**src/design/soc_map_pkg.sv**
```systemverilog
package soc_map_pkg;

	// Graphics register window, 256 bytes
	localparam logic [31:0] GFX_BASE = 32'h0200_0000;
	localparam int GFX_ADDR_BITS = 8;

	// Boot memory window, 4 KiB
	localparam logic [31:0] BOOT_BASE = 32'h0201_0000;
	localparam int BOOT_ADDR_BITS = 12;
	localparam int BOOT_WORDS = 1024;

	localparam int TIMING_W = 12;

	// Word offsets inside the graphics window
	typedef enum logic [GFX_ADDR_BITS-3:0] {
		REG_CTRL      = 6'h00,
		REG_H_TOTAL   = 6'h01,
		REG_V_TOTAL   = 6'h02,
		REG_FRAME_CNT = 6'h03
	} gfx_reg_e;

	typedef struct packed {
		logic                enable;
		logic [TIMING_W-1:0] h_total;
		logic [TIMING_W-1:0] v_total;
	} gfx_ctrl_t;

	typedef enum logic [1:0] {
		SEL_BOOT,
		SEL_GFX,
		SEL_NONE
	} decode_sel_e;

endpackage

```
**src/design/axil_pkg.sv**
```systemverilog
package axil_pkg;

	localparam int ADDR_W = 32;
	localparam int DATA_W = 32;
	localparam int STRB_W = DATA_W / 8;

	// Only the two codes this fabric can return
	typedef enum logic [1:0] {
		RESP_OKAY   = 2'b00,
		RESP_DECERR = 2'b11
	} axil_resp_e;

	// Master to slave
	typedef struct packed {
		logic              awvalid;
		logic [ADDR_W-1:0] awaddr;
		logic              wvalid;
		logic [DATA_W-1:0] wdata;
		logic [STRB_W-1:0] wstrb;
		logic              bready;
		logic              arvalid;
		logic [ADDR_W-1:0] araddr;
		logic              rready;
	} axil_req_t;

	// Slave to master
	typedef struct packed {
		logic              awready;
		logic              wready;
		logic              bvalid;
		axil_resp_e        bresp;
		logic              arready;
		logic              rvalid;
		logic [DATA_W-1:0] rdata;
		axil_resp_e        rresp;
	} axil_rsp_t;

endpackage
```
**src/design/axil_decoder.sv**
```systemverilog
`timescale 1ns/1ns

module axil_decoder (
	input  logic                hdmi_pixClk,
	input  logic                arst_n,
	input  axil_pkg::axil_req_t host_req,
	output axil_pkg::axil_rsp_t host_rsp,
	output axil_pkg::axil_req_t boot_req,
	input  axil_pkg::axil_rsp_t boot_rsp,
	output axil_pkg::axil_req_t gfx_req,
	input  axil_pkg::axil_rsp_t gfx_rsp
);
	import axil_pkg::*;
	import soc_map_pkg::*;

	typedef enum logic [1:0] {
		DEC_IDLE,
		DEC_FWD,
		DEC_WAIT,
		DEC_RESP
	} dec_state_e;

	dec_state_e state;
	logic is_wr;
	decode_sel_e sel;

	logic [ADDR_W-1:0] addr_q;
	logic [DATA_W-1:0] wdata_q;
	logic [STRB_W-1:0] wstrb_q;
	logic [DATA_W-1:0] rsp_data;
	axil_resp_e rsp_code;

	logic wr_start;
	logic rd_start;
	axil_rsp_t slv_rsp;
	logic slv_ack;
	logic slv_done;

	function automatic decode_sel_e decode(input logic [ADDR_W-1:0] a);
		if (a[ADDR_W-1:BOOT_ADDR_BITS] == BOOT_BASE[ADDR_W-1:BOOT_ADDR_BITS])
			return SEL_BOOT;
		if (a[ADDR_W-1:GFX_ADDR_BITS] == GFX_BASE[ADDR_W-1:GFX_ADDR_BITS])
			return SEL_GFX;
		return SEL_NONE;
	endfunction

	// Request as one slave sees it, valids only when that slave is the target
	function automatic axil_req_t route(input logic hit);
		axil_req_t r;
		r = '0;
		r.awaddr = addr_q;
		r.araddr = addr_q;
		r.wdata = wdata_q;
		r.wstrb = wstrb_q;
		r.awvalid = hit && state == DEC_FWD && is_wr;
		r.wvalid = hit && state == DEC_FWD && is_wr;
		r.arvalid = hit && state == DEC_FWD && !is_wr;
		r.bready = hit && state == DEC_WAIT && is_wr;
		r.rready = hit && state == DEC_WAIT && !is_wr;
		return r;
	endfunction

	// Write wins over a read arriving in the same cycle
	assign wr_start = state == DEC_IDLE && host_req.awvalid && host_req.wvalid;
	assign rd_start = state == DEC_IDLE && host_req.arvalid && !wr_start;

	assign slv_rsp = (sel == SEL_GFX) ? gfx_rsp : boot_rsp;
	assign slv_ack = is_wr ? (slv_rsp.awready && slv_rsp.wready) : slv_rsp.arready;
	assign slv_done = is_wr ? slv_rsp.bvalid : slv_rsp.rvalid;

	always_comb begin
		boot_req = route(sel == SEL_BOOT);
		gfx_req = route(sel == SEL_GFX);
	end

	always_comb begin
		host_rsp.awready = wr_start;
		host_rsp.wready = wr_start; // Raised with awready
		host_rsp.arready = rd_start;
		host_rsp.bvalid = state == DEC_RESP && is_wr;
		host_rsp.bresp = rsp_code;
		host_rsp.rvalid = state == DEC_RESP && !is_wr;
		host_rsp.rdata = rsp_data;
		host_rsp.rresp = rsp_code;
	end

	always_ff @(posedge hdmi_pixClk or negedge arst_n) begin
		if (!arst_n) begin
			state <= DEC_IDLE;
			is_wr <= 1'b0;
			sel <= SEL_NONE;
		end else begin
			case (state)
				DEC_IDLE: begin
					if (wr_start || rd_start) begin
						is_wr <= wr_start;
						sel <= decode(wr_start ? host_req.awaddr : host_req.araddr);
						state <= DEC_FWD;
					end
				end
				DEC_FWD: begin
					if (sel == SEL_NONE)
						state <= DEC_RESP; // Answered here, no slave involved
					else if (slv_ack)
						state <= DEC_WAIT;
				end
				DEC_WAIT: begin
					if (slv_done)
						state <= DEC_RESP;
				end
				DEC_RESP: begin
					if (is_wr ? host_req.bready : host_req.rready)
						state <= DEC_IDLE;
				end
				default: state <= DEC_IDLE;
			endcase
		end
	end

	always_ff @(posedge hdmi_pixClk) begin
		if (wr_start || rd_start) begin
			addr_q <= wr_start ? host_req.awaddr : host_req.araddr;
			wdata_q <= host_req.wdata;
			wstrb_q <= host_req.wstrb;
		end
		if (state == DEC_FWD && sel == SEL_NONE) begin
			rsp_data <= '0;
			rsp_code <= RESP_DECERR;
		end else if (state == DEC_WAIT && slv_done) begin
			rsp_data <= is_wr ? '0 : slv_rsp.rdata;
			rsp_code <= is_wr ? slv_rsp.bresp : slv_rsp.rresp;
		end
	end

endmodule

```
**config.mk**
```make
export PLATFORM = sky130hd
export DESIGN_NAME = axil_decoder
export DESIGN_NICKNAME = d
export VERILOG_FILES = /design/src/design/soc_map_pkg.sv /design/src/design/axil_pkg.sv /design/src/design/axil_decoder.sv
export SDC_FILE = /design/constraint.sdc
export NUM_CORES = 1
export LEC_CHECK = 0
export ABC_AREA = 1
export BUFFER_PORTS_ARGS = -buffer_cell sky130_fd_sc_hd__buf_4
export CORE_AREA = 2 2 171 173
export DETAILED_ROUTE_END_ITERATION = 10
export DIE_AREA = 0 0 173 175
export MAX_ROUTING_LAYER = met4
export PLACE_DENSITY = 0.48
export SLEW_MARGIN = 20
export SYNTH_ARGS = -nofsm -noshare
export SYNTH_HDL_FRONTEND = slang
export SYNTH_SLANG_ARGS = --single-unit
```
**constraint.sdc**
```tcl
create_clock -name hdmi_pixClk -period 2.5 [get_ports hdmi_pixClk]
set_input_delay 0.375 -clock hdmi_pixClk [delete_from_list [all_inputs] [get_ports hdmi_pixClk]]
set_output_delay 0.375 -clock hdmi_pixClk [all_outputs]
set_load 0.01 [all_outputs]
```
======== Yosys cells after proc, flatten, opt, wreduce, memory -nomap -nowiden ========
Cells that the tools add are included.
storage, ports and cells
  register bits ........................... 107
  logic and storage cells ................. 71
operators by class
  mux-type cells .......................... 24
  equal/unequal tests ..................... 11
  reduce and logical (&&, ||, !) cells .... 28
operators by type and width
  kind                    number
  $mux W32                2
  $mux W41                1
  $eq A24 B18 Y1 const B  1
  $logic_and A1 B1 Y1     21
  $eq A20 B14 Y1 const B  1
  $mux W2                 10
  $mux W1                 10
  $pmux W2 S4             1
  $eq A2 B2 Y1 const B    3
  $eq A2 B1 Y1 const B    2
  $logic_not A2 Y1        2
  $ne A2 B1 Y1 const B    2
  $reduce_and A4 Y1       1
  $ne A3 B2 Y1 const B    1
  $logic_not A1 Y1        2
  $ne A2 B2 Y1 const B    1
  $reduce_and A2 Y1       1
  $logic_or A1 B1 Y1      1

======== Logic depth before layout (Yosys ltp) ========
  depth in word-level cells ............... 13
  mapped depth ............................ 13
  depth with buffers taken out ............ 12

======== Worst setup path after synthesis ========
OpenSTA, ideal clock, no wires.
  path kind ............................... register to register
  start point ............................. register state[0]
  end point ............................... register state[0]
  slack ................................... -90 ps
  data arrival time ....................... 2460 ps
  cell stages (with the launch flop) ...... 13
  clock period less this slack ............ 2590 ps
  buffers on the path ..................... 1
  path through ............................ dfrtp_1 -> inv_1 -> ha_1 -> buf_4 -> nand2_1 -> nand2_2 -> inv_1 -> nand2_1 -> o221ai_1 -> inv_1 -> nand3_1 -> nand2_1 -> o21ai_0
on the way
  word-level cells in the longest chain between the ends .. 8
  elaborated cells between the ends (all ways) .. 16
ends and longest elaborated chain
  what                                RTL line                                                    RTL
  start: declaration                  axil_decoder.sv:23                                          dec_state_e state;
  start signal: assignment            axil_decoder.sv:89                                          state <= DEC_IDLE;
  start signal: assignment            axil_decoder.sv:98                                          state <= DEC_FWD;
  start signal: assignment            axil_decoder.sv:103                                         state <= DEC_RESP;
  $logic_not A2 Y1                    axil_decoder.sv:64, axil_decoder.sv:65, axil_decoder.sv:93
  $logic_and A1 B1 Y1 (2 in series)   axil_decoder.sv:64                                          assign wr_start = state == DEC_IDLE && host_req.awvalid && host_req.wvalid;
  $logic_not A1 Y1                    axil_decoder.sv:65                                          assign rd_start = state == DEC_IDLE && host_req.arvalid && !wr_start;
  $logic_and A1 B1 Y1                 axil_decoder.sv:65
  $logic_or A1 B1 Y1                  axil_decoder.sv:95                                          if (wr_start || rd_start) begin
  $ne A2 B1 Y1 (no source line)       n/a
  $reduce_and A4 Y1 (no source line)  n/a
Parallel ways exist; a longest one is shown, timed or not.
A chain may end at the register's enable or synchronous reset.

==> flow_metrics.tcl <==
set metrics [dict create \
    status "complete, no violations" \
    crit_path_max_fanout 21 \
    fin_setup_tns_ps 0 \
    gp_congestion 0.7945 \
    drt-initial-drc-count 264 \
    crit_arrival_ps 1920 \
    met2_usage_pct 26.40 \
    antenna_found_initial 2 \
    gr-total-overflow 0 \
    via_per_inst 4.034 \
    yosysTopAreaCellShare_pct 33.56 \
    mostFrequentLayoutCells "buf_4 (449), nand2_1 (215), edfxtp_1 (68)" \
    finalSetupViolCount 0 \
    slew_headroom_pct 66.14 \
    syn_nets 918 \
    first_pass_iters 5 \
    h-tree-depth 3 \
    cts.clk_slew.worst_paths_ps 90 \
    die_height_um 175 \
    ant_nets 0 \
    tightest_slew_ps 507.1 \
    synthCells 724 \
    power.density_nw_per_um2 934.7 \
    endpoint_kind "output pin" \
    regArea_um2 2849 \
    grt_use_met3_pct 4.156 \
    root_buffer "clkbuf_16" \
    fmax_mhz 435.3 \
    crit_type "reg -> out" \
    cts_tree "done" \
    post-dp-hpwl_um 18080 \
    use_met1_pct 15.41 \
    rsz0062_at_grt "false" \
    dp_cells 1384 \
    wl_per_cell_um 16.00 \
    cap_viol_max_count 0 \
    fin_skew_ps 11.96 \
    drcViolationCount 0 \
    via_count 5664 \
    routed_wl_um 22470 \
    period_share_pct 91.88 \
    grtUsageTotal_pct 14.58 \
    die_w_um 173 \
    synth_edf_count 68 \
    min_period_ps 2297 \
    leakage_nw 4.379 \
    syn-cell-area_um2 6085 \
    ys_types 31 \
    min_path_type "in -> reg" \
    initial_core_util_pct 21.43 \
    final_area_um2 9037 \
    synth.avg_cell_area_um2 8.404 \
    startpoint_type "flop" \
    grt_pass1_vias 5742 \
    coreArea_um2 28390 \
    synth_async_sr_flop_share_pct 4.673 \
    cts_buffers 9 \
    clock_latency_ps 360 \
    vdd_drop_max_uv 382.2 \
    cts_buffer_depth 2 \
    clock_sinks 107 \
    synth_top_area_cell "edfxtp_1" \
    io_buffers 439 \
    io_pins 440 \
    fin_cells 1404 \
    hold_violations 0 \
    final_common_cell "buf_4" \
    ys_ff_latch 107 \
    drive_gt1_share_pct 47.45 \
    top_usage_layer "met2" \
    grt_max_degree 48 \
    synth_top_flop_cell "edfxtp_1" \
    final_nets 1207 \
    yosysSeqAreaShare_pct 46.82 \
    slew_violations 0 \
    yosysWarnings 0 \
    fillers 3056 \
    dieArea_um2 30280 \
    crit_required_ps 2120 \
    post_dp_cell_area_um2 8671 \
    row_count 62 \
    syn2layout_area_growth_pct 48.53 \
    yosys-top-cells-area "edfxtp_1 (34%), buf_4 (18%), nand2_1 (13%)" \
    grt_pass1_wl_um 32750 \
    multiInputGateArea_um2 1808 \
]
## sequential cells by signal (all words and copies together), names as in the netlist
signal / flops
addr_q: 32
rsp_code: 2
sel: 2
rsp_data: 32
state: 2
is_wr: 1
wstrb_q: 4
wdata_q: 32
## final cells by class
cell class                      count  share of cell area [%]
Multi-Input combinational cell    401                   20.01
Clock inverter                      7                   1.108
Antenna cell                        2                 0.05538
Clock buffer                        9                   2.492
Tap cell                          384                   5.316
Sequential cell                   107                   31.52
Inverter                           43                   1.869
Timing Repair Buffer              451                   37.63
## routing by layer
layer,share of wire [%],vias up
li1,-,2774
met1,38,2582
met2,52,290
met3,8.4,18
met4,1.6,0
met5,0,-
## kinds of logic after synthesis
| group | after synthesis | share of synthesized area (%) |
|---|---|---|
| buffers and inverters | 217 | 23.89 |
| AOI/OAI and AO/OA | 92 | 7.876 |
| and+or+nand+nor | 303 | 20.38 |
| DFF | 107 | 46.82 |
| adders and majority gates | 5 | 1.028 |
## repair_timing
| action | CTS | global route |
|---|---|---|
| gates cloned | 0 | 1 |
| hold buffers | 1 | 0 |
| setup endpoints to repair | 2 | 5 |
| endpoints found under the hold margin | 5 | 0 |
| gates resized for setup | 2 | 2 |
| buffers inserted | 0 | 0 |
## through the flow
step                utilization, %  total power, mW  setup slack [ps]  hold WS (ps)
detailed placement           30.54            6.916             119.0         195.0
global placement             30.54            6.894             258.2         195.9
floorplan                        -            5.354             271.7         79.41
CTS                          31.74            8.567             36.68         163.1
finish                       31.83            8.447             202.9         185.7
global route                 31.83            8.984             39.23         159.1
## worst max-delay path: stages (launching register included)
cell and delay, ps:
dfrtp_1 420, inv_1 160, ha_2 280, nand3_4 270
inv_6 280, buf_4 160
## synth_stat cells, types with 5 or more instances
| cell | instances |
|---|---|
| edfxtp_1 | 68 |
| buf_2 | 8 |
| o21ai_1 | 7 |
| dfxtp_1 | 34 |
| nand3_1 | 15 |
| nand4_1 | 16 |
| a21oi_1 | 58 |
| buf_4 | 147 |
| buf_6 | 10 |
| clkbuf_1 | 8 |
| nand2_1 | 215 |
| o21ai_0 | 21 |
| ha_1 | 5 |
| nor2_1 | 44 |
| inv_1 | 39 |
## power breakdown
group	switching (mW)	internal, mW	leakage (nW)
clock	0.788	0.814	0.158
sequential	0.438	2.51	0.981
combinational	2.08	1.82	3.24
## final timing paths
path / start / slack [ps] / endpoint / cells past startpoint
setup / recovery: state[0]$_DFFE_PN0P_ / 200 / host_rsp[40] / 5
hold / removal: host_req[63] / 190 / wdata_q[24]$_DFFE_PP_ / 1
setup reg to reg: state[0]$_DFFE_PN0P_ / 270 / state[1]$_DFFE_PN0P_ / 12
hold reg to reg: rsp_data[14]$_SDFFE_PP0P_ / 470 / rsp_data[14]$_SDFFE_PP0P_ / 2
max in group asynchronous: arst_n / 1940 / sel[1]$_DFFE_PN1P_ / 2
min in group asynchronous: arst_n / 360 / is_wr$_DFFE_PN0P_ / 2
Power figures use the tool's default switching activity.
