$ cat config.mk
export PLATFORM = sky130hd
export DESIGN_NAME = gfx_regs
export DESIGN_NICKNAME = d
export VERILOG_FILES = /design/src/design/soc_map_pkg.sv /design/src/design/axil_pkg.sv /design/src/design/gfx_regs.sv
export SDC_FILE = /design/constraint.sdc
export NUM_CORES = 1
export LEC_CHECK = 0
export BUFFER_PORTS_ARGS = -buffer_cell sky130_fd_sc_hd__buf_2
export CAP_MARGIN = 10
export CORE_MARGIN = 4
export CORE_UTILIZATION = 41
export CTS_BUF_LIST = sky130_fd_sc_hd__clkbuf_8
export DETAILED_ROUTE_END_ITERATION = 16
export GPL_ROUTABILITY_DRIVEN = 0
export PLACE_DENSITY = 0.81
export SYNTH_ARGS = -nofsm -noshare
export SYNTH_HDL_FRONTEND = slang
export SYNTH_SLANG_ARGS = --single-unit
$ cat constraint.sdc
create_clock -name hdmi_pixClk -period 7.85 [get_ports hdmi_pixClk]
set_input_delay 0.3925 -clock hdmi_pixClk [delete_from_list [all_inputs] [get_ports hdmi_pixClk]]
set_output_delay 0.3925 -clock hdmi_pixClk [all_outputs]
set_load 0.05 [all_outputs]
$ cat src/design/soc_map_pkg.sv
package soc_map_pkg;

	// Graphics register window, 256 bytes
	localparam logic [31:0] GFX_BASE = 32'h0200_0000;
	localparam int GFX_ADDR_BITS = 8;

	// Boot memory window, 4 KiB
	localparam logic [31:0] BOOT_BASE = 32'h0201_0000;
	localparam int BOOT_ADDR_BITS = 12;
	localparam int BOOT_WORDS = 1024;

	localparam int TIMING_W = 12;

	// Word offsets inside the graphics window
	typedef enum logic [GFX_ADDR_BITS-3:0] {
		REG_CTRL      = 6'h00,
		REG_H_TOTAL   = 6'h01,
		REG_V_TOTAL   = 6'h02,
		REG_FRAME_CNT = 6'h03
	} gfx_reg_e;

	typedef struct packed {
		logic                enable;
		logic [TIMING_W-1:0] h_total;
		logic [TIMING_W-1:0] v_total;
	} gfx_ctrl_t;

	typedef enum logic [1:0] {
		SEL_BOOT,
		SEL_GFX,
		SEL_NONE
	} decode_sel_e;

endpackage

$ cat src/design/axil_pkg.sv
package axil_pkg;

	localparam int ADDR_W = 32;
	localparam int DATA_W = 32;
	localparam int STRB_W = DATA_W / 8;

	// Only the two codes this fabric can return
	typedef enum logic [1:0] {
		RESP_OKAY   = 2'b00,
		RESP_DECERR = 2'b11
	} axil_resp_e;

	// Master to slave
	typedef struct packed {
		logic              awvalid;
		logic [ADDR_W-1:0] awaddr;
		logic              wvalid;
		logic [DATA_W-1:0] wdata;
		logic [STRB_W-1:0] wstrb;
		logic              bready;
		logic              arvalid;
		logic [ADDR_W-1:0] araddr;
		logic              rready;
	} axil_req_t;

	// Slave to master
	typedef struct packed {
		logic              awready;
		logic              wready;
		logic              bvalid;
		axil_resp_e        bresp;
		logic              arready;
		logic              rvalid;
		logic [DATA_W-1:0] rdata;
		axil_resp_e        rresp;
	} axil_rsp_t;

endpackage
$ cat src/design/gfx_regs.sv
`timescale 1ns/1ns

module gfx_regs (
	input  logic                          hdmi_pixClk,
	input  logic                          arst_n,
	input  axil_pkg::axil_req_t           req,
	output axil_pkg::axil_rsp_t           rsp,
	output soc_map_pkg::gfx_ctrl_t        ctrl,
	input  logic [axil_pkg::DATA_W-1:0]   frame_cnt
);
	import axil_pkg::*;
	import soc_map_pkg::*;

	logic [DATA_W-1:0] rdata_q;
	logic bvalid_q;
	logic rvalid_q;

	logic busy;
	logic wr_fire;
	logic rd_fire;
	gfx_reg_e wr_reg;
	gfx_reg_e rd_reg;

	assign busy = bvalid_q || rvalid_q;
	assign wr_fire = req.awvalid && req.wvalid && !busy;
	assign rd_fire = req.arvalid && !busy && !(req.awvalid && req.wvalid);

	assign wr_reg = gfx_reg_e'(req.awaddr[GFX_ADDR_BITS-1:2]);
	assign rd_reg = gfx_reg_e'(req.araddr[GFX_ADDR_BITS-1:2]);

	always_comb begin
		rsp.awready = wr_fire;
		rsp.wready = wr_fire;
		rsp.bvalid = bvalid_q;
		rsp.bresp = RESP_OKAY; // Also for ignored writes
		rsp.arready = rd_fire;
		rsp.rvalid = rvalid_q;
		rsp.rdata = rdata_q;
		rsp.rresp = RESP_OKAY;
	end

	always_ff @(posedge hdmi_pixClk or negedge arst_n) begin
		if (!arst_n) begin
			bvalid_q <= 1'b0;
			rvalid_q <= 1'b0;
			ctrl <= '0;
		end else begin
			if (wr_fire) begin
				bvalid_q <= 1'b1;
				// Whole-word writes, fields cut to their width
				case (wr_reg)
					REG_CTRL:    ctrl.enable <= req.wdata[0];
					REG_H_TOTAL: ctrl.h_total <= req.wdata[TIMING_W-1:0];
					REG_V_TOTAL: ctrl.v_total <= req.wdata[TIMING_W-1:0];
					default: ; // Frame count and holes
				endcase
			end else if (req.bready) begin
				bvalid_q <= 1'b0;
			end

			if (rd_fire)
				rvalid_q <= 1'b1;
			else if (req.rready)
				rvalid_q <= 1'b0;
		end
	end

	always_ff @(posedge hdmi_pixClk) begin
		if (rd_fire) begin
			case (rd_reg)
				REG_CTRL:      rdata_q <= DATA_W'(ctrl.enable);
				REG_H_TOTAL:   rdata_q <= DATA_W'(ctrl.h_total);
				REG_V_TOTAL:   rdata_q <= DATA_W'(ctrl.v_total);
				REG_FRAME_CNT: rdata_q <= frame_cnt; // Sampled live
				default:       rdata_q <= '0;
			endcase
		end
	end

endmodule

* Yosys cells after proc, flatten, opt, wreduce, memory -nomap -nowiden
Index checks and enable logic that the tools add are counted.
** Storage, ports and cells
- Input port bits :: 139
- Register bits :: 59
- Output and inout bits :: 66
- Word-level logic and storage cells :: 30
** Cells by class
- Reduce and logical (&&, ||, !) cells :: 14
- Multiplexer cells :: 5
- Eq/ne operators :: 5
** Operators by type and width (number)
- $pmux 32 s4 :: 1
- $eq 6x2->1 const B :: 3
- $eq 6x1->1 const B :: 2
- $logic_not 6->1 :: 2
- $reduce_and 2->1 :: 3
- $logic_and 1x1->1 :: 4
- $mux 1 :: 4
- $reduce_bool 2->1 :: 2
- $logic_not 1->1 :: 2
- $logic_or 1x1->1 :: 1

* Logic depth before layout (Yosys ltp)
Gate-level depths: netlist of the first run.
- Word-level depth :: 5
- Mapped depth :: 4

* Worst setup path after synthesis of the first run
No wires, ideal clock.
- Kind :: in2out
- From :: in req[104] (netlist bit)
- To :: out rsp[35] (netlist bit)
- Cell stages on the path :: 2
- Required time :: 7457 ps
- Arrival time :: 6516 ps
- Path slack :: 941 ps
- Buffers on the path :: 1
- Cells stage by stage :: a2111oi_0 -> buf_4
** RTL lines
- from (decl) :: RTL line gfx_regs.sv:6 : input axil_pkg::axil_req_t req,
- to (decl) :: RTL line gfx_regs.sv:7 : output axil_pkg::axil_rsp_t rsp,

==> metrics.sh, run 1 <==
PLACE.PORT_BUFFERS=124
DRTPASS1ITERATIONS=4
CLOCK_PIN_TRANSITION_ON_THE_WORST_SETUP_AND_HOLD_TIMING_PATHS_PS=60
ANTENNA_VIOLATIONS_BEFORE_REPAIR=0
FLOORPLAN_DIE_AREA_UM2=7810
SYNTH_ENABLE_FLOP_CELLS=32
SYNTH-MAIN-FF-CELL='sky130_fd_sc_hd__edfxtp_1'
GRT_FIRST_PASS_WIRELENGTH_MM=8.78
DIE_W_UM=88.4
TIMING.CRITICAL_PATH.ARRIVAL_PS=1840
RUN_STATUS='complete, no violations'
FINAL.HOLD.WORST_SLACK_PS=71.1
POWER.SHARE.SEQUENTIAL_PCT=48.2
FILLERINSTANCES=562
ASYNC_FLOP_SHARE_PCT=45.8
POWER.SHARE.SWITCHING_PCT=32.8
SYNTH_CELL_AREA_UM2=2650
TIMING.CLOCK.SKEW_PS=5.06
DESIGN.FINAL.NETS=434
CP-END-KIND='output pin'
CTS_MADE_BUFFERS=9
GRT_SETUP_UNREPAIRED='false'
GROUTE.USAGE.OVERALL_PCT=15.2
FLOORPLAN.IO_PINS=205
P_INT_uW=509
POWER_DENSITY_nW_PER_UM2=221
NET-SWITCHING-POWER_uW=248
FINALCRITICALPERIOD_PS=2230
CAP_VIOL_MAX_COUNT=0
FINALHOLDVIOLATIONS=0
SYNTHTOPCELLSBYAREA='sky130_fd_sc_hd__edfxtp_1 36%, sky130_fd_sc_hd__dfrtp_1 26%, sky130_fd_sc_hd__mux2_4 11%'
CTS_POST_SETUP_BUFFERS_INSERTED=0
CRITICAL_PATH.MAX_STAGE_DELAY_PS=430
CRITPATHLAUNCHTYPE='flop'
ROUTED_WL_MM=5.91
POST_SYNTH.CELL_AREA_AVG_UM2=15.3
FINAL_MAX_SLEW_VIOL_COUNT=0
SYNTH_SEQUENTIAL_AREA_RATIO_PCT=61.8
SYNTHTOPCELLSBYCOUNT='32 x sky130_fd_sc_hd__edfxtp_1, 27 x sky130_fd_sc_hd__dfrtp_1, 20 x sky130_fd_sc_hd__and2_1, 20 x sky130_fd_sc_hd__mux2_4, 16 x sky130_fd_sc_hd__mux2_2'
AREAGROWTHSYNTHTOFINISH_PCT=29.3
CTS_NUM_SINKS=59
CRIT_SLOWEST_CELL='sky130_fd_sc_hd__buf_4'
CRITICAL_PATH.TOP_DELAY_FAMILY='buffers and inverters'
PIN_COUNT_OF_THE_BIGGEST_NET_ENTERING_GLOBAL_ROUTING=35
SYNTH.MOST_COMMON_CELL='sky130_fd_sc_hd__edfxtp_1'
POST-ROUTE-PERIOD-UTIL_PCT=28.4
DIE_Y_UM=88.4
CTS_TREE='done'
CTS-ROOT-BUF='sky130_fd_sc_hd__clkbuf_8'
SYNTH_CELL_TYPES=24
FIN_WS_PS=5620
TIMING.SETUP.CRITICAL_PATH_CLASS='reg2out'
GRT_OVERFLOW=0
WORST_SLEW_MARGIN_REL_PCT=35.6
WORST_SLEW_PIN_TRAN_PS=964
TOTALNEGATIVESETUPSLACK_PS=0
WORSTPATHBUFFERINVERTERCOUNT=2
DR_TOTAL_VIAS=1788
DRC=0
CLOCK_PATH_BUFFERS=2
SHARE_COMB_OF_TOTAL_POWER_PCT=23.8
REMAINING_NUMBER_OF_NETS_FLAGGED_BY_THE_ANTENNA_CHECK_AFTER_ROUTING=0
MAX_FREQ_GHz=0.448
FP-ROW-COUNT=29
WORSTHOLDPATHTYPE='in2async'
CORE_UM2=6310
CTS_HTREE_LEVELS=3
DP_WORST_SETUP_SLACK_PS=5500
FINAL-SETUP-VIOL-COUNT=0
CLOCK_LATENCY_PS=320
WORST-ENDPOINT-REQUIRED_PS=7460
YS_FF_LATCH=59
POST-DP-HPWL_MM=4.43
POST_ROUTE_CELLS_DRIVE_ABOVE_1_SHARE_PCT=59.9
CP_CELL_SEQUENCE='a2111oi_2, buf_4, buf_2'
AVGROUTEDWIREPERCELL_UM=15.7
CTS_HOLD_BUFFERS=0
CLOCK_POWER_SHARE_PCT=28.0
INITIALDRTVIOLATIONCOUNT=42
GRT_PASS1_VIAS=1799
YOSYSTOPAREACELL='sky130_fd_sc_hd__edfxtp_1'
CP_MAX_FO=34
VIA_PER_INSTANCE_RATIO=4.76
MAX-VDD-IR-DROP_mV=0.126
POST_CTS_RESIZE_COUNT=0
DIODES=0
INITIAL_CORE_UTIL_PCT=41.9
SYN_INST=173
TOTAL_LEAKAGE_POWER_nW=1.76
YOSYSWARNINGS=0
POST_SYNTH_TOP_AREA_SHARE_PCT=36.3
==> metrics by stage <==
step           std cells  total power [mW]  utilization [%]  cell area, um^2
2_1_floorplan        176             0.508                -             2660
3_3_place_gp         361             0.550             51.8             3270
3_5_place_dp         361             0.553             51.8             3270
4_1_cts              376             0.768             54.2             3420
5_1_grt              376             0.793             54.2             3420
6_report             376             0.758             54.2             3420
==> placed cells by master, fill, tap and decap left out, drive strengths merged <==
| cell type | netlist | routed |
|---|---|---|
| or4 | 1 | 1 |
| mux4 | 1 | 1 |
| nand2 | 1 | 1 |
| nand4b | 2 | 2 |
| clkbuf | 5 | 9 |
| a22oi | 11 | 11 |
| nor4 | 1 | 1 |
| inv | 3 | 4 |
| and4bb | 1 | 1 |
| mux2 | 36 | 36 |
| nor2 | 13 | 13 |
| clkinv | 0 | 5 |
| nand3 | 1 | 1 |
| buf | 12 | 125 |
| dfrtp | 27 | 27 |
| and2 | 20 | 20 |
| a21o | 2 | 2 |
| nor2b | 2 | 2 |
| a2111oi | 1 | 1 |
| edfxtp | 32 | 32 |
| conb | 1 | 4 |
==> worst reg2reg max path: stages, from the launching register on <==
cell and delay, ps:
sky130_fd_sc_hd__dfrtp_1 410, sky130_fd_sc_hd__and4bb_2 410, sky130_fd_sc_hd__nand4b_2 530, sky130_fd_sc_hd__mux2_4 490
==> cell families after synthesis <==
| group | synth area share (%) |
|---|---|
| compound gates | 4.02 |
| buf+inv | 4.82 |
| flops | 61.8 |
| mux | 19.0 |
| other cells | 0.142 |
| simple gates | 10.2 |
==> metal layers <==
layer	wire length (um)	track usage, %	vias up	part of all wire (%)
met4	91	7.97	0	1.5
li1	-	-	860	-
met1	2550	20.1	839	43
met5	0	0	-	0
met3	585	4.38	9	9.9
met2	2690	22.8	80	45
==> state kept, by name (all words and copies together), names as in the netlist <==
register and cells:
bvalid_q 1, ctrl 25, rdata_q 32, rvalid_q 1
==> power by group through the flow <==
stage / logic [mW] / clock network [mW] / registers [mW]
floorplan: 0.0592 / 0 / 0.449
global placement: 0.180 / 0 / 0.370
detailed placement: 0.182 / 0 / 0.372
CTS: 0.182 / 0.220 / 0.365
global route: 0.189 / 0.235 / 0.368
finish: 0.180 / 0.212 / 0.365
==> cell type report <==
cell class	instances	area (um^2)	area share, %
flip-flops and latches	59	1640	47.8
multi-input cells	97	901	26.3
repair buffers	125	628	18.4
clock buffers	9	124	3.62
well taps	77	96.3	2.82
clock inverters	6	25.0	0.731
inverters	3	11.3	0.329
==> worst paths after layout <==
kind	to	cells after the start	slack, ps	start
worst max-delay path	rsp[35]	3	5620	rvalid_q
worst min-delay path	ctrl[16]	1	70	arst_n
worst max register to register	ctrl[9]	3	5890	bvalid_q
worst min register to register	ctrl[10]	1	530	ctrl[10]
max in group asynchronous	ctrl[2]	1	7390	arst_n
min in group hdmi_pixClk	ctrl[1]	2	310	req[40]
Note: power is estimated with default switching activity, not from simulation.
==> inputs of run 2 (changes only) <==
CORE_UTILIZATION = 37   (was 41)
PLACE_DENSITY = 0.77   (was 0.81)
clock period = 1.9 ns   (was 7.85 ns; I/O delays follow)
==> run 2 against run 1 <==
Net effect: sequential power rose to 4.1 times the previous value; worst hold slack worse by 53 ps; cell area increased by 8.7%; flip-flop and latch count unchanged; largest power group unchanged; non-clock buffer count up 15; global-route usage decreased by 0.47 points; combinational power grew to 4.5 times the previous value; critical endpoint unchanged; routed wire length up 5.8%; sequential share of layout area decreased by 3.8 points.
==> metrics.sh, run 2 (synthesized netlist as in run 1, its figures left out) <==
RUN_STATUS='complete, no violations'
REGISTERS.TOP_BY_FF_COUNT='rdata_q'
TOTAL_LEAKAGE_POWER_nW=1.88  # +6.9%
FINAL-SETUP-VIOL-COUNT=0  # unchanged
INITIAL_CORE_UTIL_PCT=38.5  # -3.4 points
P_INT_mW=2.56  # +400%
CTS_TREE='done'
FILLERINSTANCES=596  # +6.0%
INITIALDRTVIOLATIONCOUNT=43  # +2.4%
FP-ROW-COUNT=30  # +3.4%
GRT_PASS1_VIAS=1949  # +8.3%
TOTALNEGATIVESETUPSLACK_PS=0  # unchanged
CP_CELL_SEQUENCE='buf_4, a2111oi_4, clkbuf_16, clkbuf_4'
REG2REG_END='ctrl[10]'
RR_STARTPOINT='bvalid_q'
FLOORPLAN.IO_PINS=205  # unchanged
RR_WORST_DEPTH=4  # +1
POST-DP-HPWL_MM=4.70  # +6.2%
FINAL_MAX_SLEW_VIOL_COUNT=0  # unchanged
TIMING.CLOCK.SKEW_PS=3.27  # -1.79 ps
POST-ROUTE-PERIOD-UTIL_PCT=94.0
CLOCK_PIN_TRANSITION_ON_THE_WORST_SETUP_AND_HOLD_TIMING_PATHS_PS=60  # about the same
CRIT_SLOWEST_CELL='sky130_fd_sc_hd__dfrtp_1'
WORST_SLEW_PIN_TRAN_PS=918  # -46.1 ps
FINALHOLDVIOLATIONS=0  # unchanged
DESIGN.FINAL.NETS=449  # +3.5%
CTS_NUM_SINKS=59  # unchanged
R2R_SLACK_PS=260  # -5630 ps
TIMING.SETUP.CRITICAL_PATH_CLASS='reg2out'
CORE_UM2=6870  # +8.8%
TIMING.CRITICAL_PATH.ARRIVAL_PS=1690  # -150 ps
CTS_MADE_BUFFERS=9  # unchanged
CLOCK_PATH_BUFFERS=2  # unchanged
CRITPATHLAUNCHTYPE='flop'
VIA_PER_INSTANCE_RATIO=4.54  # -4.5%
CTS-ROOT-BUF='sky130_fd_sc_hd__clkbuf_8'
DIE_W_UM=92.6  # +4.8%
CTS_HTREE_LEVELS=3  # unchanged
LARGEST_REGISTER_FF_COUNT=32  # unchanged
MAX-VDD-IR-DROP_mV=0.457  # +260%
MAX_FREQ_GHz=0.560
GRT_SETUP_UNREPAIRED='false'
LARGEST_REGISTERS='rdata_q: 32 flops, ctrl: 25 flops'
POWER.SHARE.SEQUENTIAL_PCT=41.4  # -6.8 points
ROUTED_WL_MM=6.26  # +5.8%
ANTENNA_VIOLATIONS_BEFORE_REPAIR=0  # unchanged
MIN_DELAY_PATH_DEPTH=2
GROUTE.USAGE.OVERALL_PCT=14.8  # -0.47 points
DIE_Y_UM=92.6  # +4.8%
GRT_OVERFLOW=0  # unchanged
CRITICAL_PATH.TOP_DELAY_FAMILY='buffers and inverters'
PLACE.PORT_BUFFERS=124  # unchanged
DIODES=0  # unchanged
CP_MAX_FO=17  # -50%
DRC=0  # unchanged
CRITICAL_PATH.MAX_STAGE_DELAY_PS=370  # -60 ps
WORST-ENDPOINT-REQUIRED_PS=1800  # -5660 ps
LAYOUT.CORE_UTILIZATION_PCT=54.1  # -0.066 points
DRTPASS1ITERATIONS=4  # unchanged
AREAGROWTHSYNTHTOFINISH_PCT=40.5
SHARE_COMB_OF_TOTAL_POWER_PCT=22.3  # -1.5 points
CLOCK_POWER_SHARE_PCT=36.3  # +8.3 points
CAP_VIOL_MAX_COUNT=0  # unchanged
CAPTURE_ENDPOINT_OF_THE_WORST_HOLD_PATH='ctrl[1]'
NET-SWITCHING-POWER_mW=1.07  # +330%
PIN_COUNT_OF_THE_BIGGEST_NET_ENTERING_GLOBAL_ROUTING=35  # unchanged
REMAINING_NUMBER_OF_NETS_FLAGGED_BY_THE_ANTENNA_CHECK_AFTER_ROUTING=0  # unchanged
FINAL_COMMON_CELL='sky130_fd_sc_hd__buf_2'
WORSTPATHBUFFERINVERTERCOUNT=3  # +1
CP-END-KIND='output pin'
HP-START='req[40]'
FLOORPLAN_DIE_AREA_UM2=8570  # +9.8%
GRT_FIRST_PASS_WIRELENGTH_MM=9.63  # +9.8%
POWER_DENSITY_nW_PER_UM2=975  # +340%
FINALCRITICALPERIOD_PS=1790
POWER.SHARE.SWITCHING_PCT=29.4  # -3.4 points
AVGROUTEDWIREPERCELL_UM=15.2  # -3.2%
MOSTFREQUENTLAYOUTCELLS='123 x sky130_fd_sc_hd__buf_2, 32 x sky130_fd_sc_hd__edfxtp_1, 27 x sky130_fd_sc_hd__dfrtp_1'
WORSTHOLDPATHTYPE='in2reg'
CLOCK_LATENCY_PS=320  # about the same
DR_TOTAL_VIAS=1866  # +4.4%
POST_ROUTE_CELLS_DRIVE_ABOVE_1_SHARE_PCT=60.0  # +0.13 points
WORST_SLEW_MARGIN_REL_PCT=38.7  # +3.1 points
-- run 2: cell types whose count changed in the layout (fill, tap and decap cells not counted), sizes merged --
cell and delta:
dlygate4sd3 +7, clkinv -1, buf +6, bufinv +3, inv -1, clkbuf +2
-- run 2: worst max-delay path by stage --
stage	start	end	slack (ps)	depth (start not counted)
after global placement	req[4]	rdata_q[1]	290	4
final	rvalid_q	rsp[35]	110	4
after global routing	rvalid_q	rsp[35]	20	4
after CTS	bvalid_q	rsp[35]	30	4
after detailed placement	req[4]	rdata_q[1]	260	4
after floorplan	bvalid_q	rsp[35]	-260	2
-- run 2: power by group through the flow --
stage	Sequential [mW]	Combinational [mW]	Clock [mW]
2_1_floorplan	1.85	0.247	0
3_3_place_gp	1.52	0.778	0
3_5_place_dp	1.53	0.787	0
4_1_cts	1.50	0.799	1.36
5_1_grt	1.51	0.848	1.41
6_report	1.50	0.807	1.32
-- run 2: timing repair --
item | 4_1_cts | 5_1_grt
gates resized for setup | 0 | 2
hold buffers | 7 | 0
setup endpoints to repair | 0 | 1
endpoints found under the hold margin | 37 | 0
buffers inserted | 0 | 1
-- run 2: metrics by stage --
stage                     hold slack (ps)  cells  instance area, um^2  power, mW  setup slack (ps)
final                                18.3    411                 3720       3.63               114
after floorplan                      -201    176                 2680       2.10              -263
after detailed placement              145    386                 3390       2.32               264
after global routing                 9.18    411                 3720       3.77              20.8
after global placement                125    386                 3390       2.30               286
after CTS                          0.0257    409                 3690       3.66              30.4
-- run 2: cell type report --
class / count / area [um^2] / area share (%)
inverter: 3 / 11.3 / 0.303
tap: 96 / 120 / 3.23
multi-input combinational: 97 / 913 / 24.6
clock inverter: 7 / 106 / 2.86
timing repair buffer: 140 / 807 / 21.7
clock buffer: 9 / 124 / 3.33
sequential: 59 / 1640 / 44.0
-- run 2: layer usage --
metal	wire [um]	track usage (%)	part of all wire, %	vias to the layer above
met3	414	4.06	6.6	13
li1	-	-	-	887
met4	117	7.18	1.9	0
met1	2690	18.4	43	887
met5	0	0	0	-
met2	3030	23.6	48	79
