--- src/design/soc_map_pkg.sv ---
package soc_map_pkg;

	// Graphics register window, 256 bytes
	localparam logic [31:0] GFX_BASE = 32'h0200_0000;
	localparam int GFX_ADDR_BITS = 8;

	// Boot memory window, 4 KiB
	localparam logic [31:0] BOOT_BASE = 32'h0201_0000;
	localparam int BOOT_ADDR_BITS = 12;
	localparam int BOOT_WORDS = 1024;

	localparam int TIMING_W = 12;

	// Word offsets inside the graphics window
	typedef enum logic [GFX_ADDR_BITS-3:0] {
		REG_CTRL      = 6'h00,
		REG_H_TOTAL   = 6'h01,
		REG_V_TOTAL   = 6'h02,
		REG_FRAME_CNT = 6'h03
	} gfx_reg_e;

	typedef struct packed {
		logic                enable;
		logic [TIMING_W-1:0] h_total;
		logic [TIMING_W-1:0] v_total;
	} gfx_ctrl_t;

	typedef enum logic [1:0] {
		SEL_BOOT,
		SEL_GFX,
		SEL_NONE
	} decode_sel_e;

endpackage

--- src/design/axil_pkg.sv ---
package axil_pkg;

	localparam int ADDR_W = 32;
	localparam int DATA_W = 32;
	localparam int STRB_W = DATA_W / 8;

	// Only the two codes this fabric can return
	typedef enum logic [1:0] {
		RESP_OKAY   = 2'b00,
		RESP_DECERR = 2'b11
	} axil_resp_e;

	// Master to slave
	typedef struct packed {
		logic              awvalid;
		logic [ADDR_W-1:0] awaddr;
		logic              wvalid;
		logic [DATA_W-1:0] wdata;
		logic [STRB_W-1:0] wstrb;
		logic              bready;
		logic              arvalid;
		logic [ADDR_W-1:0] araddr;
		logic              rready;
	} axil_req_t;

	// Slave to master
	typedef struct packed {
		logic              awready;
		logic              wready;
		logic              bvalid;
		axil_resp_e        bresp;
		logic              arready;
		logic              rvalid;
		logic [DATA_W-1:0] rdata;
		axil_resp_e        rresp;
	} axil_rsp_t;

endpackage
--- src/design/gfx_timing.sv ---
`timescale 1ns/1ns

module gfx_timing (
	input  logic                        hdmi_pixClk,
	input  logic                        arst_n,
	input  soc_map_pkg::gfx_ctrl_t      ctrl,
	output logic                        vsync,
	output logic [axil_pkg::DATA_W-1:0] frame_cnt
);
	import soc_map_pkg::*;

	logic [TIMING_W-1:0] pix_cnt;
	logic [TIMING_W-1:0] line_cnt;
	logic enable_q;

	always_ff @(posedge hdmi_pixClk or negedge arst_n) begin
		if (!arst_n) begin
			pix_cnt <= '0;
			line_cnt <= '0;
			enable_q <= 1'b0;
			vsync <= 1'b0;
			frame_cnt <= '0;
		end else begin
			enable_q <= ctrl.enable;
			vsync <= 1'b0;
			if (ctrl.enable && !enable_q) begin
				// Restart on enable rise
				pix_cnt <= '0;
				line_cnt <= '0;
				frame_cnt <= '0;
			end else if (ctrl.enable) begin
				if (pix_cnt >= ctrl.h_total) begin
					pix_cnt <= '0;
					if (line_cnt >= ctrl.v_total) begin
						line_cnt <= '0;
						vsync <= 1'b1; // Frame wrap
						frame_cnt <= frame_cnt + 1'b1;
					end else begin
						line_cnt <= line_cnt + 1'b1;
					end
				end else begin
					pix_cnt <= pix_cnt + 1'b1;
				end
			end
		end
	end

endmodule

--- config.mk ---
export PLATFORM = sky130hd
export DESIGN_NAME = gfx_timing
export DESIGN_NICKNAME = d
export VERILOG_FILES = /design/src/design/soc_map_pkg.sv /design/src/design/axil_pkg.sv /design/src/design/gfx_timing.sv
export SDC_FILE = /design/constraint.sdc
export NUM_CORES = 1
export LEC_CHECK = 0
export BUFFER_PORTS_ARGS = -buffer_cell sky130_fd_sc_hd__clkbuf_2
export CAP_MARGIN = 20
export CORE_MARGIN = 1.5
export CORE_UTILIZATION = 52
export CTS_CLUSTER_SIZE = 8
export DETAILED_ROUTE_END_ITERATION = 10
export GPL_ROUTABILITY_DRIVEN = 1
export GPL_TIMING_DRIVEN = 0
export PLACE_DENSITY = 0.78
export SLEW_MARGIN = 15
export SYNTH_ARGS = -nofsm -noshare
export SYNTH_HDL_FRONTEND = slang
export SYNTH_SLANG_ARGS = --single-unit
--- constraint.sdc ---
create_clock -name hdmi_pixClk -period 2.13 [get_ports hdmi_pixClk]
set_clock_uncertainty 0.05 [all_clocks]
set_input_delay 0.1065 -clock hdmi_pixClk [delete_from_list [all_inputs] [get_ports hdmi_pixClk]]
set_output_delay 0.1065 -clock hdmi_pixClk [all_outputs]
set_load 0.01 [all_outputs]
# Word level (Yosys, flattened, before mapping)
# Cells that the tools add are included.
[word_totals]
reg_bits = 58
in_bits = 27
output_inout_bits = 33
wordCells = 32
[classes]
add_sub_neg = 3
n_lt_le_gt_ge = 2
muxes = 15
reduce_logical = 7
[ops]
columns = ["operator", "count"]
rows = [
  ["32-bit two-way mux", 4],
  ["12-bit two-way mux", 7],
  ["32-bit by 1-bit adder with 32-bit output, second input constant", 1],
  ["12-bit by 1-bit adder with 12-bit output, second input constant", 2],
  ["12-bit greater-or-equal comparator", 2],
  ["2-bit nonzero test", 3],
  ["1-bit two-way mux", 4],
  ["3-bit AND reduction", 1],
  ["2-bit AND reduction", 1],
  ["1-bit logical AND", 1],
  ["1-bit zero test", 1],
]

# Longest topological paths before layout
# Gate-level depths: netlist of run 1.
[depth]
word_depth = 5
depth_mapped = 10

# Worst setup path after synthesis of run 1
# OpenSTA, ideal clock, no wires.
[synth_path]
path_type = "flip-flop to flip-flop"
from = "register pix_cnt[0]"
to = "register frame_cnt[24] (netlist name)"
t_arrival_ps = 2103
t_required_ps = 2002
setup_slack_ps = -101
path_stages_with_launch = 10
n_path_buf = 1
period_less_slack_ps = 2231
path_cell_list = "dfrtp_1 inv_1 ha_1 nor2b_4 o21ai_2 a221oi_2 o32a_4 buf_6 or4_1 a21oi_1"
[synth_between]
elab_chain_cells = 3
[synth_lines]
columns = ["item", "line_no", "rtl"]
rows = [
  ["from (decl)", "gfx_timing.sv:12", "logic [TIMING_W-1:0] pix_cnt;"],
  ["from (signal assigned)", "gfx_timing.sv:42", "pix_cnt <= pix_cnt + 1'b1;"],
  ["12-bit greater-or-equal comparator", "gfx_timing.sv:32", "if (pix_cnt >= ctrl.h_total) begin"],
  ["2-bit nonzero test (no line)", "n/a", ""],
  ["3-bit AND reduction (no line)", "n/a", ""],
  ["to (signal assigned)", "gfx_timing.sv:37", "frame_cnt <= frame_cnt + 1'b1;"],
  ["to (decl)", "gfx_timing.sv:8", "output logic [axil_pkg::DATA_W-1:0] frame_cnt"],
]
# No other way between the ends.
# A chain may end at the register's enable or synchronous reset.

# Final worst setup path of run 1
[layout_path]
from = "register pix_cnt[11]"
to = "register frame_cnt[29] (netlist name)"
# The elaborated chain is that of the path after synthesis.

==> run_results.csv, run 1 <==
group,metric,value,unit
power_and_ir_drop,max-vdd-ir-drop,262.1,uV
final_layout,layout_commonest_cell,"clkbuf_2",
floorplan,ios,60,
route,firstDrtPassIters,5,
route,vias,3757,
route,route.detailed.drc,0,
sta,finalSetupViolCount,46,
clocking,cts_buffers,9,
clocking,clockRootBuffer,"clkbuf_8",
global_routing,grt_max_degree,42,
sta,setup_tns,-8.372,ns
floorplan,fp.dieH,88.50,um
worst_setup_path,slowest_delay,0.48,ns
logic_synthesis,synthMuxAreaShare,2.995,%
worst_setup_path,cp-start-kind,"register",
floorplan,coreArea,6944,um2
worst_setup_path,cp.required,2.35,ns
status,status,"finished with violations",
sta,max_freq,416.9,MHz
logic_synthesis,synthCells,409,
sta,maxSlewViolCount,0,
route,drtIter0Drc,307,
clocking,cts_tree,"done",
final_layout,num_antenna_cells,0,
route,wire_per_inst,17.61,um
sta,post-route-period-util,112.6,%
route,dr_wl_met3,522,um
route,dr_wl_met2,5385,um
logic_synthesis,avgSynthCellArea,9.294,um2
worst_setup_path,cp_top_family,"simple AND/OR/NAND/NOR gates",
logic_synthesis,synth_top_family_by_area,"simple AND/OR/NAND/NOR gates",
clocking,path_clk_slew,0.07,ns
worst_setup_path,reg2reg_from,"pix_cnt[11]$_DFFE_PN0P_",
worst_setup_path,cp-startpoint,"pix_cnt[11]$_DFFE_PN0P_",
logic_synthesis,ys_ff_latch,58,
floorplan,die_x,88.50,um
global_routing,grt_pass1_vias,3433,
logic_synthesis,yosysUniqueCellTypes,45,
clocking,clk_path_buf_depth,2,
global_routing,grt_pass1_wl,15860,um
logic_synthesis,synth_simple_gate_area_share,24.46,%
route,wl_met1,4410,um
logic_synthesis,synth_seq_area_share,38.18,%
status,violations,"setup timing",
worst_setup_path,path_max_fanout,7,
final_layout,fin_nets,557,
worst_setup_path,crit_arrival,2.62,ns
floorplan,die_area,7831,um2
place,dp_hpwl,6848,um
worst_setup_path,critPathBufInv,2,
sta,worst_pin_slew,0.5790,ns
clocking,htreeDepth,3,
logic_synthesis,synth_xor_area_share,1.152,%
floorplan,start_util,54.74,%
worst_setup_path,path_cells,"ha_4 > nand4_1 > buf_4 > o32a_4 > buf_2 > or4_1 > a21oi_1",
worst_hold_path,hp-class,"input pin to asynchronous set/reset pin",
global_routing,antenna_found_initial,0,
worst_setup_path,crit_type,"register to register",
logic_synthesis,netlist_area,3801,um2
sta,relSlewSlack,61.40,%
final_layout,syn_to_final_growth,34.86,%
power_and_ir_drop,power.leakage,2.468,nW
job,cap_violations,0,
worst_setup_path,worstRegToRegCells,7,
sta,final.setup.worst_slack,-0.2684,ns
route,viasPerCell,6.220,
floorplan,row_count,30,
final_layout,layout_common_cells,"clkbuf_2 (58), dfrtp_1 (56), inv_1 (27)",
route,ant_nets,0,
worst_setup_path,crit_slowest_cell,"or4_1",
worst_setup_path,setup.reg_to_reg.worst_slack,-0.27,ns
logic_synthesis,syn_nets,463,
power_and_ir_drop,p_per_area,460.8,nW/um2
logic_synthesis,synth_compound_area_share,18.73,%
route,top_layer,"met4",
clocking,cts_sinks,58,
logic_synthesis,yosys_warnings,0,
clocking,clkLatencyLatePin,0.34,ns
logic_synthesis,synthAdderAreaFrac,8.887,%
sta,period_needed,2.398,ns
sta,hold_viol_final,0,
final_layout,drive_gt1_share,36.42,%
worst_setup_path,r2r-end,"frame_cnt[29]$_DFFE_PN0P_",
final_layout,fill_cells,473,
place,io_buffers,59,
global_routing,grt-ovfl-total,0,
global_routing,track_usage,26.12,%
sta,rsz0062_at_grt,"yes",
final_layout,utilization,73.82,%
route,wirelength,10640,um
worst_setup_path,endpoint_kind,"register",
place,gp_congestion,0.8829,
power_and_ir_drop,power,0.002362,W
logic make-up (layout without fill, tap and decap cells):
| logic type | Yosys count | after routing |
|---|---|---|
| mux | 11 | 11 |
| flops | 58 | 58 |
| compound gates | 100 | 100 |
| xor+xnor | 5 | 5 |
| buf+inv | 49 | 147 |
| fa+ha+maj | 27 | 27 |
| simple gates | 159 | 160 |
worst register-to-register path, delay by kind of cell (launching register included):
| kind | cells | cell delay (ns) |
|---|---|---|
| flops | 1 | 0.42 |
| compound gates | 2 | 0.57 |
| buf+inv | 2 | 0.37 |
| fa+ha+maj | 1 | 0.30 |
| simple gates | 2 | 0.62 |
synth_stat cells (all sizes together):
master / count / area, um2
o211ai: 6 / 45.04
o311ai: 5 / 43.79
a21oi: 29 / 145.1
nand2: 29 / 108.9
clkbuf: 12 / 45.04
or4: 21 / 157.7
nand3: 19 / 95.09
dfrtp: 58 / 1451
o31a: 2 / 17.52
or2: 1 / 6.260
nor3b: 1 / 7.510
buf: 9 / 62.55
nor4: 8 / 50.05
o2bb2ai: 6 / 52.55
a21o: 7 / 52.55
a22o: 9 / 78.83
xor2: 1 / 8.760
and2: 2 / 12.51
a221oi: 1 / 15.01
and4: 3 / 26.28
nand4b: 1 / 15.01
nand2b: 12 / 75.07
nor2b: 6 / 45.04
mux2: 3 / 33.78
or3: 1 / 6.260
o32a: 1 / 22.52
inv: 28 / 105.1
a211oi: 2 / 15.01
nor3: 6 / 40.04
ha: 27 / 337.8
o31ai: 21 / 157.7
nor2: 15 / 58.81
nand4: 10 / 62.56
mux2i: 8 / 80.08
xnor2: 4 / 35.03
and3: 19 / 118.9
nor4b: 5 / 43.79
o21a: 3 / 22.52
o21ai: 8 / 43.79
registers in the layout (all words and copies together), names as in the netlist:
| register | cells |
|---|---|
| frame_cnt | 32 |
| line_cnt | 12 |
| pix_cnt | 12 |
| enable_q | 1 |
| vsync | 1 |
final cells by class:
class | count | area [um2] | area share [%]
sequential | 58 | 1454 | 28.36
inverter | 28 | 105.1 | 2.050
clock inverter | 2 | 10.01 | 0.1953
timing repair buffer | 83 | 500.5 | 9.763
buffer | 20 | 177.7 | 3.466
tap | 96 | 120.1 | 2.343
clock buffer | 14 | 172.7 | 3.368
multi-input combinational | 303 | 2586 | 50.45
metal layers:
| metal | track usage [%] | vias up |
|---|---|---|
| met1 | 32.16 | 1844 |
| met5 | 0 | - |
| li1 | - | 1738 |
| met4 | 12.22 | 0 |
| met2 | 44.27 | 142 |
| met3 | 5.037 | 33 |
report_power, final:
| part | internal (W) | switching, W | leakage [nW] |
|---|---|---|---|
| Combinational | 0.000130 | 0.000159 | 1.57 |
| Clock | 0.000515 | 0.000431 | 0.0965 |
| Sequential | 0.00111 | 0.0000135 | 0.803 |
| Total | 0.00176 | 0.000604 | 2.47 |
how the worst max path moves through the flow:
| stage | depth (start not counted) | slack [ns] | endpoint |
|---|---|---|---|
| after floorplan | 9 | -0.02 | frame_cnt[24]$_DFFE_PN0P_ |
| after global placement | 9 | -0.38 | frame_cnt[29]$_DFFE_PN0P_ |
| after detailed placement | 8 | -0.49 | line_cnt[0]$_DFFE_PN0P_ |
| after CTS | 8 | -0.19 | frame_cnt[24]$_DFFE_PN0P_ |
| after global routing | 8 | -0.36 | frame_cnt[24]$_DFFE_PN0P_ |
| final | 7 | -0.27 | frame_cnt[29]$_DFFE_PN0P_ |
timing repair:
item,4_1_cts,5_1_grt
gates cloned,1,3
setup endpoints to repair,57,57
hold buffers,2,0
buffers inserted,12,6
endpoints found under the hold margin,59,0
resized for setup,47,67
pin swaps,12,15
through the flow:
step | hold WS, ns | cells | setup WS (ns) | instance area (um2)
6_report | 0.1665 | 604 | -0.2684 | 5126
5_1_grt | 0.2015 | 604 | -0.3635 | 5126
4_1_cts | 0.1626 | 596 | -0.1931 | 4795
3_5_place_dp | -0.01956 | 565 | -0.4915 | 4285
3_3_place_gp | 0.2511 | 564 | -0.3768 | 4263
2_1_floorplan | -0.2391 | 409 | -0.02246 | 3847
Power figures use the tool's default switching activity.
==> inputs of run 2 (changes only) <==
--- a/config.mk
+++ b/config.mk
@@ -5,14 +5,13 @@
 export SDC_FILE = /design/constraint.sdc
 export NUM_CORES = 1
 export LEC_CHECK = 0
-export BUFFER_PORTS_ARGS = -buffer_cell sky130_fd_sc_hd__clkbuf_2
+export BUFFER_PORTS_ARGS = -buffer_cell sky130_fd_sc_hd__buf_2
 export CAP_MARGIN = 20
 export CORE_MARGIN = 1.5
 export CORE_UTILIZATION = 52
 export CTS_CLUSTER_SIZE = 8
 export DETAILED_ROUTE_END_ITERATION = 10
 export GPL_ROUTABILITY_DRIVEN = 1
-export GPL_TIMING_DRIVEN = 0
 export PLACE_DENSITY = 0.78
 export SLEW_MARGIN = 15
 export SYNTH_ARGS = -nofsm -noshare
==> run_results.csv, run 2 (synthesis gave the netlist of run 1 again) <==
group,metric,value,unit
route,vias,4457,
sta,max_freq,411.4,MHz
worst_hold_path,hp-class,"input pin to register",
clocking,cts_tree,"done",
worst_hold_path,whs_path_depth,3,
power_and_ir_drop,max-vdd-ir-drop,356.0,uV
floorplan,die_area,7831,um2
place,io_buffers,59,
clocking,path_clk_slew,0.08,ns
final_layout,layout_commonest_cell,"buf_4",
power_and_ir_drop,switching_power,0.0007085,W
worst_setup_path,worstRegToRegCells,8,
clocking,cts_buffers,9,
clocking,cts_sinks,58,
sta,finalSetupViolCount,57,
floorplan,fp.dieH,88.50,um
final_layout,largest-register,"frame_cnt",
sta,rsz0062_at_grt,"yes",
floorplan,row_count,30,
power_and_ir_drop,power,0.002657,W
clocking,clockRootBuffer,"clkbuf_8",
route,firstDrtPassIters,5,
worst_setup_path,crit_arrival,2.60,ns
power_and_ir_drop,p_sw_share,26.67,%
power_and_ir_drop,clockPowerShare,44.7,%
power_and_ir_drop,power.leakage,2.778,nW
status,status,"finished with violations",
global_routing,antenna_found_initial,0,
final_layout,drive_gt1_share,47.01,%
route,route.detailed.drc,0,
place,dp_hpwl,6851,um
sta,period_needed,2.430,ns
route,wire_per_inst,23.01,um
clocking,clk_path_buf_depth,2,
sta,post-route-period-util,114.1,%
job,cap_violations,0,
worst_setup_path,crit_type,"register to register",
global_routing,grt_pass1_wl,18220,um
status,violations,"setup timing",
final_layout,reg_top3,"frame_cnt x32, line_cnt x12, pix_cnt x12",
power_and_ir_drop,power.internal,0.001948,W
final_layout,largest_register_ffs,32,
floorplan,start_util,54.74,%
worst_setup_path,endpoint_kind,"register",
final_layout,num_antenna_cells,0,
sta,final.setup.worst_slack,-0.3005,ns
sta,setup_tns,-11.37,ns
route,drtIter0Drc,590,
worst_setup_path,cp.required,2.30,ns
clocking,clkLatencyLatePin,0.36,ns
global_routing,grt_pass1_vias,3780,
floorplan,die_x,88.50,um
sta,worst_pin_slew,0.8861,ns
sta,maxSlewViolCount,0,
power_and_ir_drop,p_per_area,460.8,nW/um2
power_and_ir_drop,comb_power_share,12.9,%
route,ant_nets,0,
global_routing,track_usage,30.43,%
place,gp_congestion,0.8536,
worst_setup_path,path_max_fanout,6,
worst_setup_path,cp-start-kind,"register",
route,viasPerCell,6.889,
route,wirelength,14890,um
global_routing,grt-ovfl-total,0,
sta,hold_viol_final,0,
floorplan,coreArea,6944,um2
sta,relSlewSlack,40.92,%
final_layout,layout_common_cells,"buf_4 (67), buf_2 (59), dfrtp_1 (58)",
floorplan,ios,60,
clocking,htreeDepth,3,
power_and_ir_drop,seqPwrFrac,42.3,%
final_layout,syn_to_final_growth,51.68,%
global_routing,grt_max_degree,54,
final_layout,fin_nets,600,
run 2: cell count changes in the layout (fill, tap and decap cells not counted), sizes merged, moves of 2 or more:
cell | previous run | this run
bufinv | 0 | 2
o32a | 1 | 7
clkbuf | 81 | 13
buf | 34 | 138
run 2: final timing paths:
kind,from,to,slack (ns)
min in group asynchronous,arst_n,pix_cnt[7]$_DFFE_PN0P_,0.36
setup reg to reg,pix_cnt[2]$_DFFE_PN0P_,frame_cnt[24]$_DFFE_PN0P_,-0.30
max in group asynchronous,arst_n,frame_cnt[28]$_DFFE_PN0P_,0.96
setup / recovery,pix_cnt[2]$_DFFE_PN0P_,frame_cnt[24]$_DFFE_PN0P_,-0.30
hold reg to reg,frame_cnt[13]$_DFFE_PN0P_,frame_cnt[13]$_DFFE_PN0P_,0.51
hold / removal,ctrl[24],pix_cnt[8]$_DFFE_PN0P_,0.09
run 2: metrics by stage:
step	hold WS (ns)	util (%)	cell area [um2]	setup WS [ns]	cells
after floorplan	-0.2391	-	3847	-0.02246	409
after global placement	0.2019	67.17	4664	-0.2173	607
after detailed placement	0.2070	67.17	4664	-0.2571	607
after CTS	0.06701	74.92	5202	-0.1893	637
after global routing	0.09942	83.03	5766	-0.3267	647
final	0.08999	83.03	5766	-0.3005	647
run 2: layout make-up:
class	instances	area (um2)
repair buffers	141	1011
well taps	96	120.1
inverters	28	105.1
multi-input cells	308	2859
fillers	353	1179
flip-flops and latches	58	1451
clock inverters	5	77.57
clock buffers	11	141.4
run 2: worst max-delay path, stage by stage (launching register included):
cell	delay [ns]
dfrtp_1	0.42
ha_4	0.31
nand2_4	0.05
o21ai_4	0.17
a221oi_4	0.14
buf_4	0.18
o32a_2	0.40
o31ai_1	0.43
a21oi_1	0.12
run 2: power by group through the flow:
stage / clock network [W] / registers (W) / logic, W
after CTS: 0.00116 / 0.00112 / 0.000282
after global routing: 0.00123 / 0.00113 / 0.000370
after detailed placement: 0 / 0.00115 / 0.000230
after global placement: 0 / 0.00114 / 0.000219
after floorplan: 0 / 0.00115 / 0.000117
final: 0.00119 / 0.00113 / 0.000344
run 2: timing repair:
item	CTS	global route
hold endpoints to repair	33	0
buffers inserted	7	5
pin swaps	4	28
hold buffers	1	0
resized for setup	36	88
cloned	6	5
setup endpoints to repair	54	57
run 2: routing by layer:
metal  up-vias  track usage [%]  share of wire, %
met5         -                0                 0
met4         0            17.19               7.1
met3       121            5.877               9.5
met2       392            50.17                47
met1      2099            37.39                37
li1       1845                -                 -
==> inputs of run 3 (changes only) <==
--- a/config.mk
+++ b/config.mk
@@ -13,6 +13,7 @@
 export DETAILED_ROUTE_END_ITERATION = 10
 export GPL_ROUTABILITY_DRIVEN = 1
 export PLACE_DENSITY = 0.78
+export SETUP_SLACK_MARGIN = 0.05
 export SLEW_MARGIN = 15
 export SYNTH_ARGS = -nofsm -noshare
 export SYNTH_HDL_FRONTEND = slang
==> run_results.csv, run 3 (synthesis gave the netlist of run 1 again) <==
group,metric,value,unit
worst_setup_path,critPathBufInv,1,
final_layout,layout_commonest_cell,"buf_2",
route,ant_nets,0,
place,dp_slack,-0.2553,ns
floorplan,coreArea,6944,um2
worst_hold_path,hp-class,"input pin to register",
route,vias,3949,
sta,worst_pin_slew,0.7623,ns
floorplan,ios,60,
clocking,cts_tree,"done",
place,dpl_cell_area,4622,um2
worst_setup_path,slowest_delay,0.52,ns
worst_setup_path,reg2reg_from,"pix_cnt[2]$_DFFE_PN0P_",
sta,post-route-period-util,121.3,%
clocking,cts_sinks,58,
floorplan,start_util,54.74,%
clocking,clockRootBuffer,"clkbuf_8",
final_layout,layout_common_cells,"buf_2 (60), dfrtp_1 (58), buf_4 (55)",
global_routing,grt_max_degree,59,
final_layout,fin_nets,586,
worst_setup_path,cp-start-kind,"register",
sta,maxSlewViolCount,0,
place,dp_cells,600,
worst_setup_path,endpoint_kind,"register",
final_layout,fin_cells,632,
clocking,cts_buffers,9,
sta,final.setup.worst_slack,-0.4546,ns
global_routing,grt-ovfl-total,0,
job,cap_violations,0,
global_routing,grt_pass1_vias,3796,
worst_setup_path,path_max_fanout,7,
final_layout,num_antenna_cells,0,
sta,rsz0062_at_grt,"yes",
worst_setup_path,crit_arrival,2.78,ns
final_layout,largest_register_ffs,32,
global_routing,track_usage,28.59,%
worst_setup_path,setup.reg_to_reg.worst_slack,-0.45,ns
worst_hold_path,hold_start,"ctrl[24]",
clocking,clk_path_buf_depth,2,
worst_setup_path,worstRegToRegCells,8,
route,firstDrtPassIters,6,
sta,period_needed,2.585,ns
status,status,"finished with violations",
worst_setup_path,crit_slowest_cell,"or4_1",
final_layout,syn_to_final_growth,43.88,%
clocking,path_clk_slew,0.07,ns
place,gp_congestion,0.8422,
worst_setup_path,path_cells,"ha_4 > nand2_4 > o21ai_4 > a221oi_4 > o32a_4 > buf_12 > or4_1 > a21oi_1",
status,violations,"setup timing",
route,wirelength,11760,um
final_layout,fill_cells,415,
global_routing,antenna_found_initial,0,
final_layout,drive_gt1_share,40.67,%
route,wire_per_inst,18.60,um
worst_setup_path,r2r-end,"frame_cnt[26]$_DFFE_PN0P_",
worst_hold_path,whs_path_depth,3,
final_layout,reg_top3,"frame_cnt x32, line_cnt x12, pix_cnt x12",
sta,whs,0.1511,ns
route,drtIter0Drc,378,
power_and_ir_drop,power.leakage,2.609,nW
power_and_ir_drop,p_per_area,460.0,nW/um2
worst_setup_path,crit_type,"register to register",
global_routing,grt_pass1_wl,17600,um
floorplan,die_area,7831,um2
final_layout,largest-register,"frame_cnt",
final_layout,finalInstanceArea,5469,um2
clocking,clkLatencyLatePin,0.35,ns
worst_setup_path,cp.required,2.33,ns
clocking,htreeDepth,3,
power_and_ir_drop,max-vdd-ir-drop,360.7,uV
floorplan,row_count,30,
place,dp_hpwl,6514,um
place,io_buffers,59,
floorplan,fp.dieH,88.50,um
sta,relSlewSlack,49.18,%
worst_hold_path,whs_endpoint,"pix_cnt[4]$_DFFE_PN0P_",
floorplan,die_x,88.50,um
sta,max_freq,386.9,MHz
route,viasPerCell,6.248,
worst_setup_path,cp_top_family,"compound AO/OA/AOI/OAI gates",
route,route.detailed.drc,0,
sta,hold_viol_final,0,
sta,finalSetupViolCount,56,
-- run 3: cell count changes in the layout (fill, tap and decap cells not counted), sizes merged --
| cell | change |
|---|---|
| bufinv | -1 |
| clkbuf | -2 |
| bufbuf | +1 |
| o32a | -6 |
| clkinvlp | +1 |
| buf | -8 |
-- run 3: worst reg2reg max path, delay by kind of cell, from the launching register on --
kind	cells	cell delay [ns]
AND/OR/NAND/NOR	2	0.58
flip-flops	1	0.43
AO/OA/AOI/OAI	4	0.93
adder cells (fa/ha/maj)	1	0.33
buffers and inverters	1	0.16
-- run 3: timing repair --
item / in CTS / in global routing
buffers inserted: 8 / 5
hold buffers: 1 / 0
endpoints found under the setup margin: 56 / 57
cloned: 4 / 1
pin swaps: 23 / 20
gates resized for setup: 61 / 37
hold endpoints to repair: 58 / 0
-- run 3: where the power goes --
part	switching, W	total (W)	internal [W]
Sequential	0.0000119	0.00112	0.00111
Clock	0.000470	0.00103	0.000561
Combinational	0.000201	0.000360	0.000159
-- run 3: how the worst max path moves through the flow --
stage / from / slack [ns] / endpoint / cells past startpoint
6_report: pix_cnt[2]$_DFFE_PN0P_ / -0.45 / frame_cnt[26]$_DFFE_PN0P_ / 8
5_1_grt: pix_cnt[2]$_DFFE_PN0P_ / -0.54 / frame_cnt[26]$_DFFE_PN0P_ / 8
4_1_cts: pix_cnt[2]$_DFFE_PN0P_ / -0.20 / frame_cnt[14]$_DFFE_PN0P_ / 8
3_5_place_dp: pix_cnt[2]$_DFFE_PN0P_ / -0.26 / pix_cnt[2]$_DFFE_PN0P_ / 9
3_3_place_gp: pix_cnt[2]$_DFFE_PN0P_ / -0.17 / pix_cnt[6]$_DFFE_PN0P_ / 9
2_1_floorplan: pix_cnt[0]$_DFFE_PN0P_ / -0.007 / frame_cnt[13]$_DFFE_PN0P_ / 9
-- run 3: per-layer routing --
metal	share of wire [%]	track usage [%]	wire, um
met4	3.8	8.949	451
met1	40	36.76	4674
met5	0	0	0
met2	50	48.99	5867
met3	6.5	5.224	762
-- run 3: final cells by class --
class	count	area [um2]	area share, %
clock buffers	10	137.6	2.517
multi-input cells	302	2595	47.45
flip-flops and latches	58	1451	26.54
well taps	96	120.1	2.196
clock inverters	5	55.05	1.007
repair buffers	133	1005	18.37
inverters	28	105.1	1.922
-- run 3: stage by stage --
stage	TNS [ns]	utilization [%]	power (W)
5_1_grt	-15.24	78.76	0.002599
6_report	-11.96	78.76	0.002516
3_3_place_gp	-3.781	66.56	0.001361
2_1_floorplan	-0.1301	-	0.001263
3_5_place_dp	-6.691	66.56	0.001378
4_1_cts	-4.914	75.03	0.002438
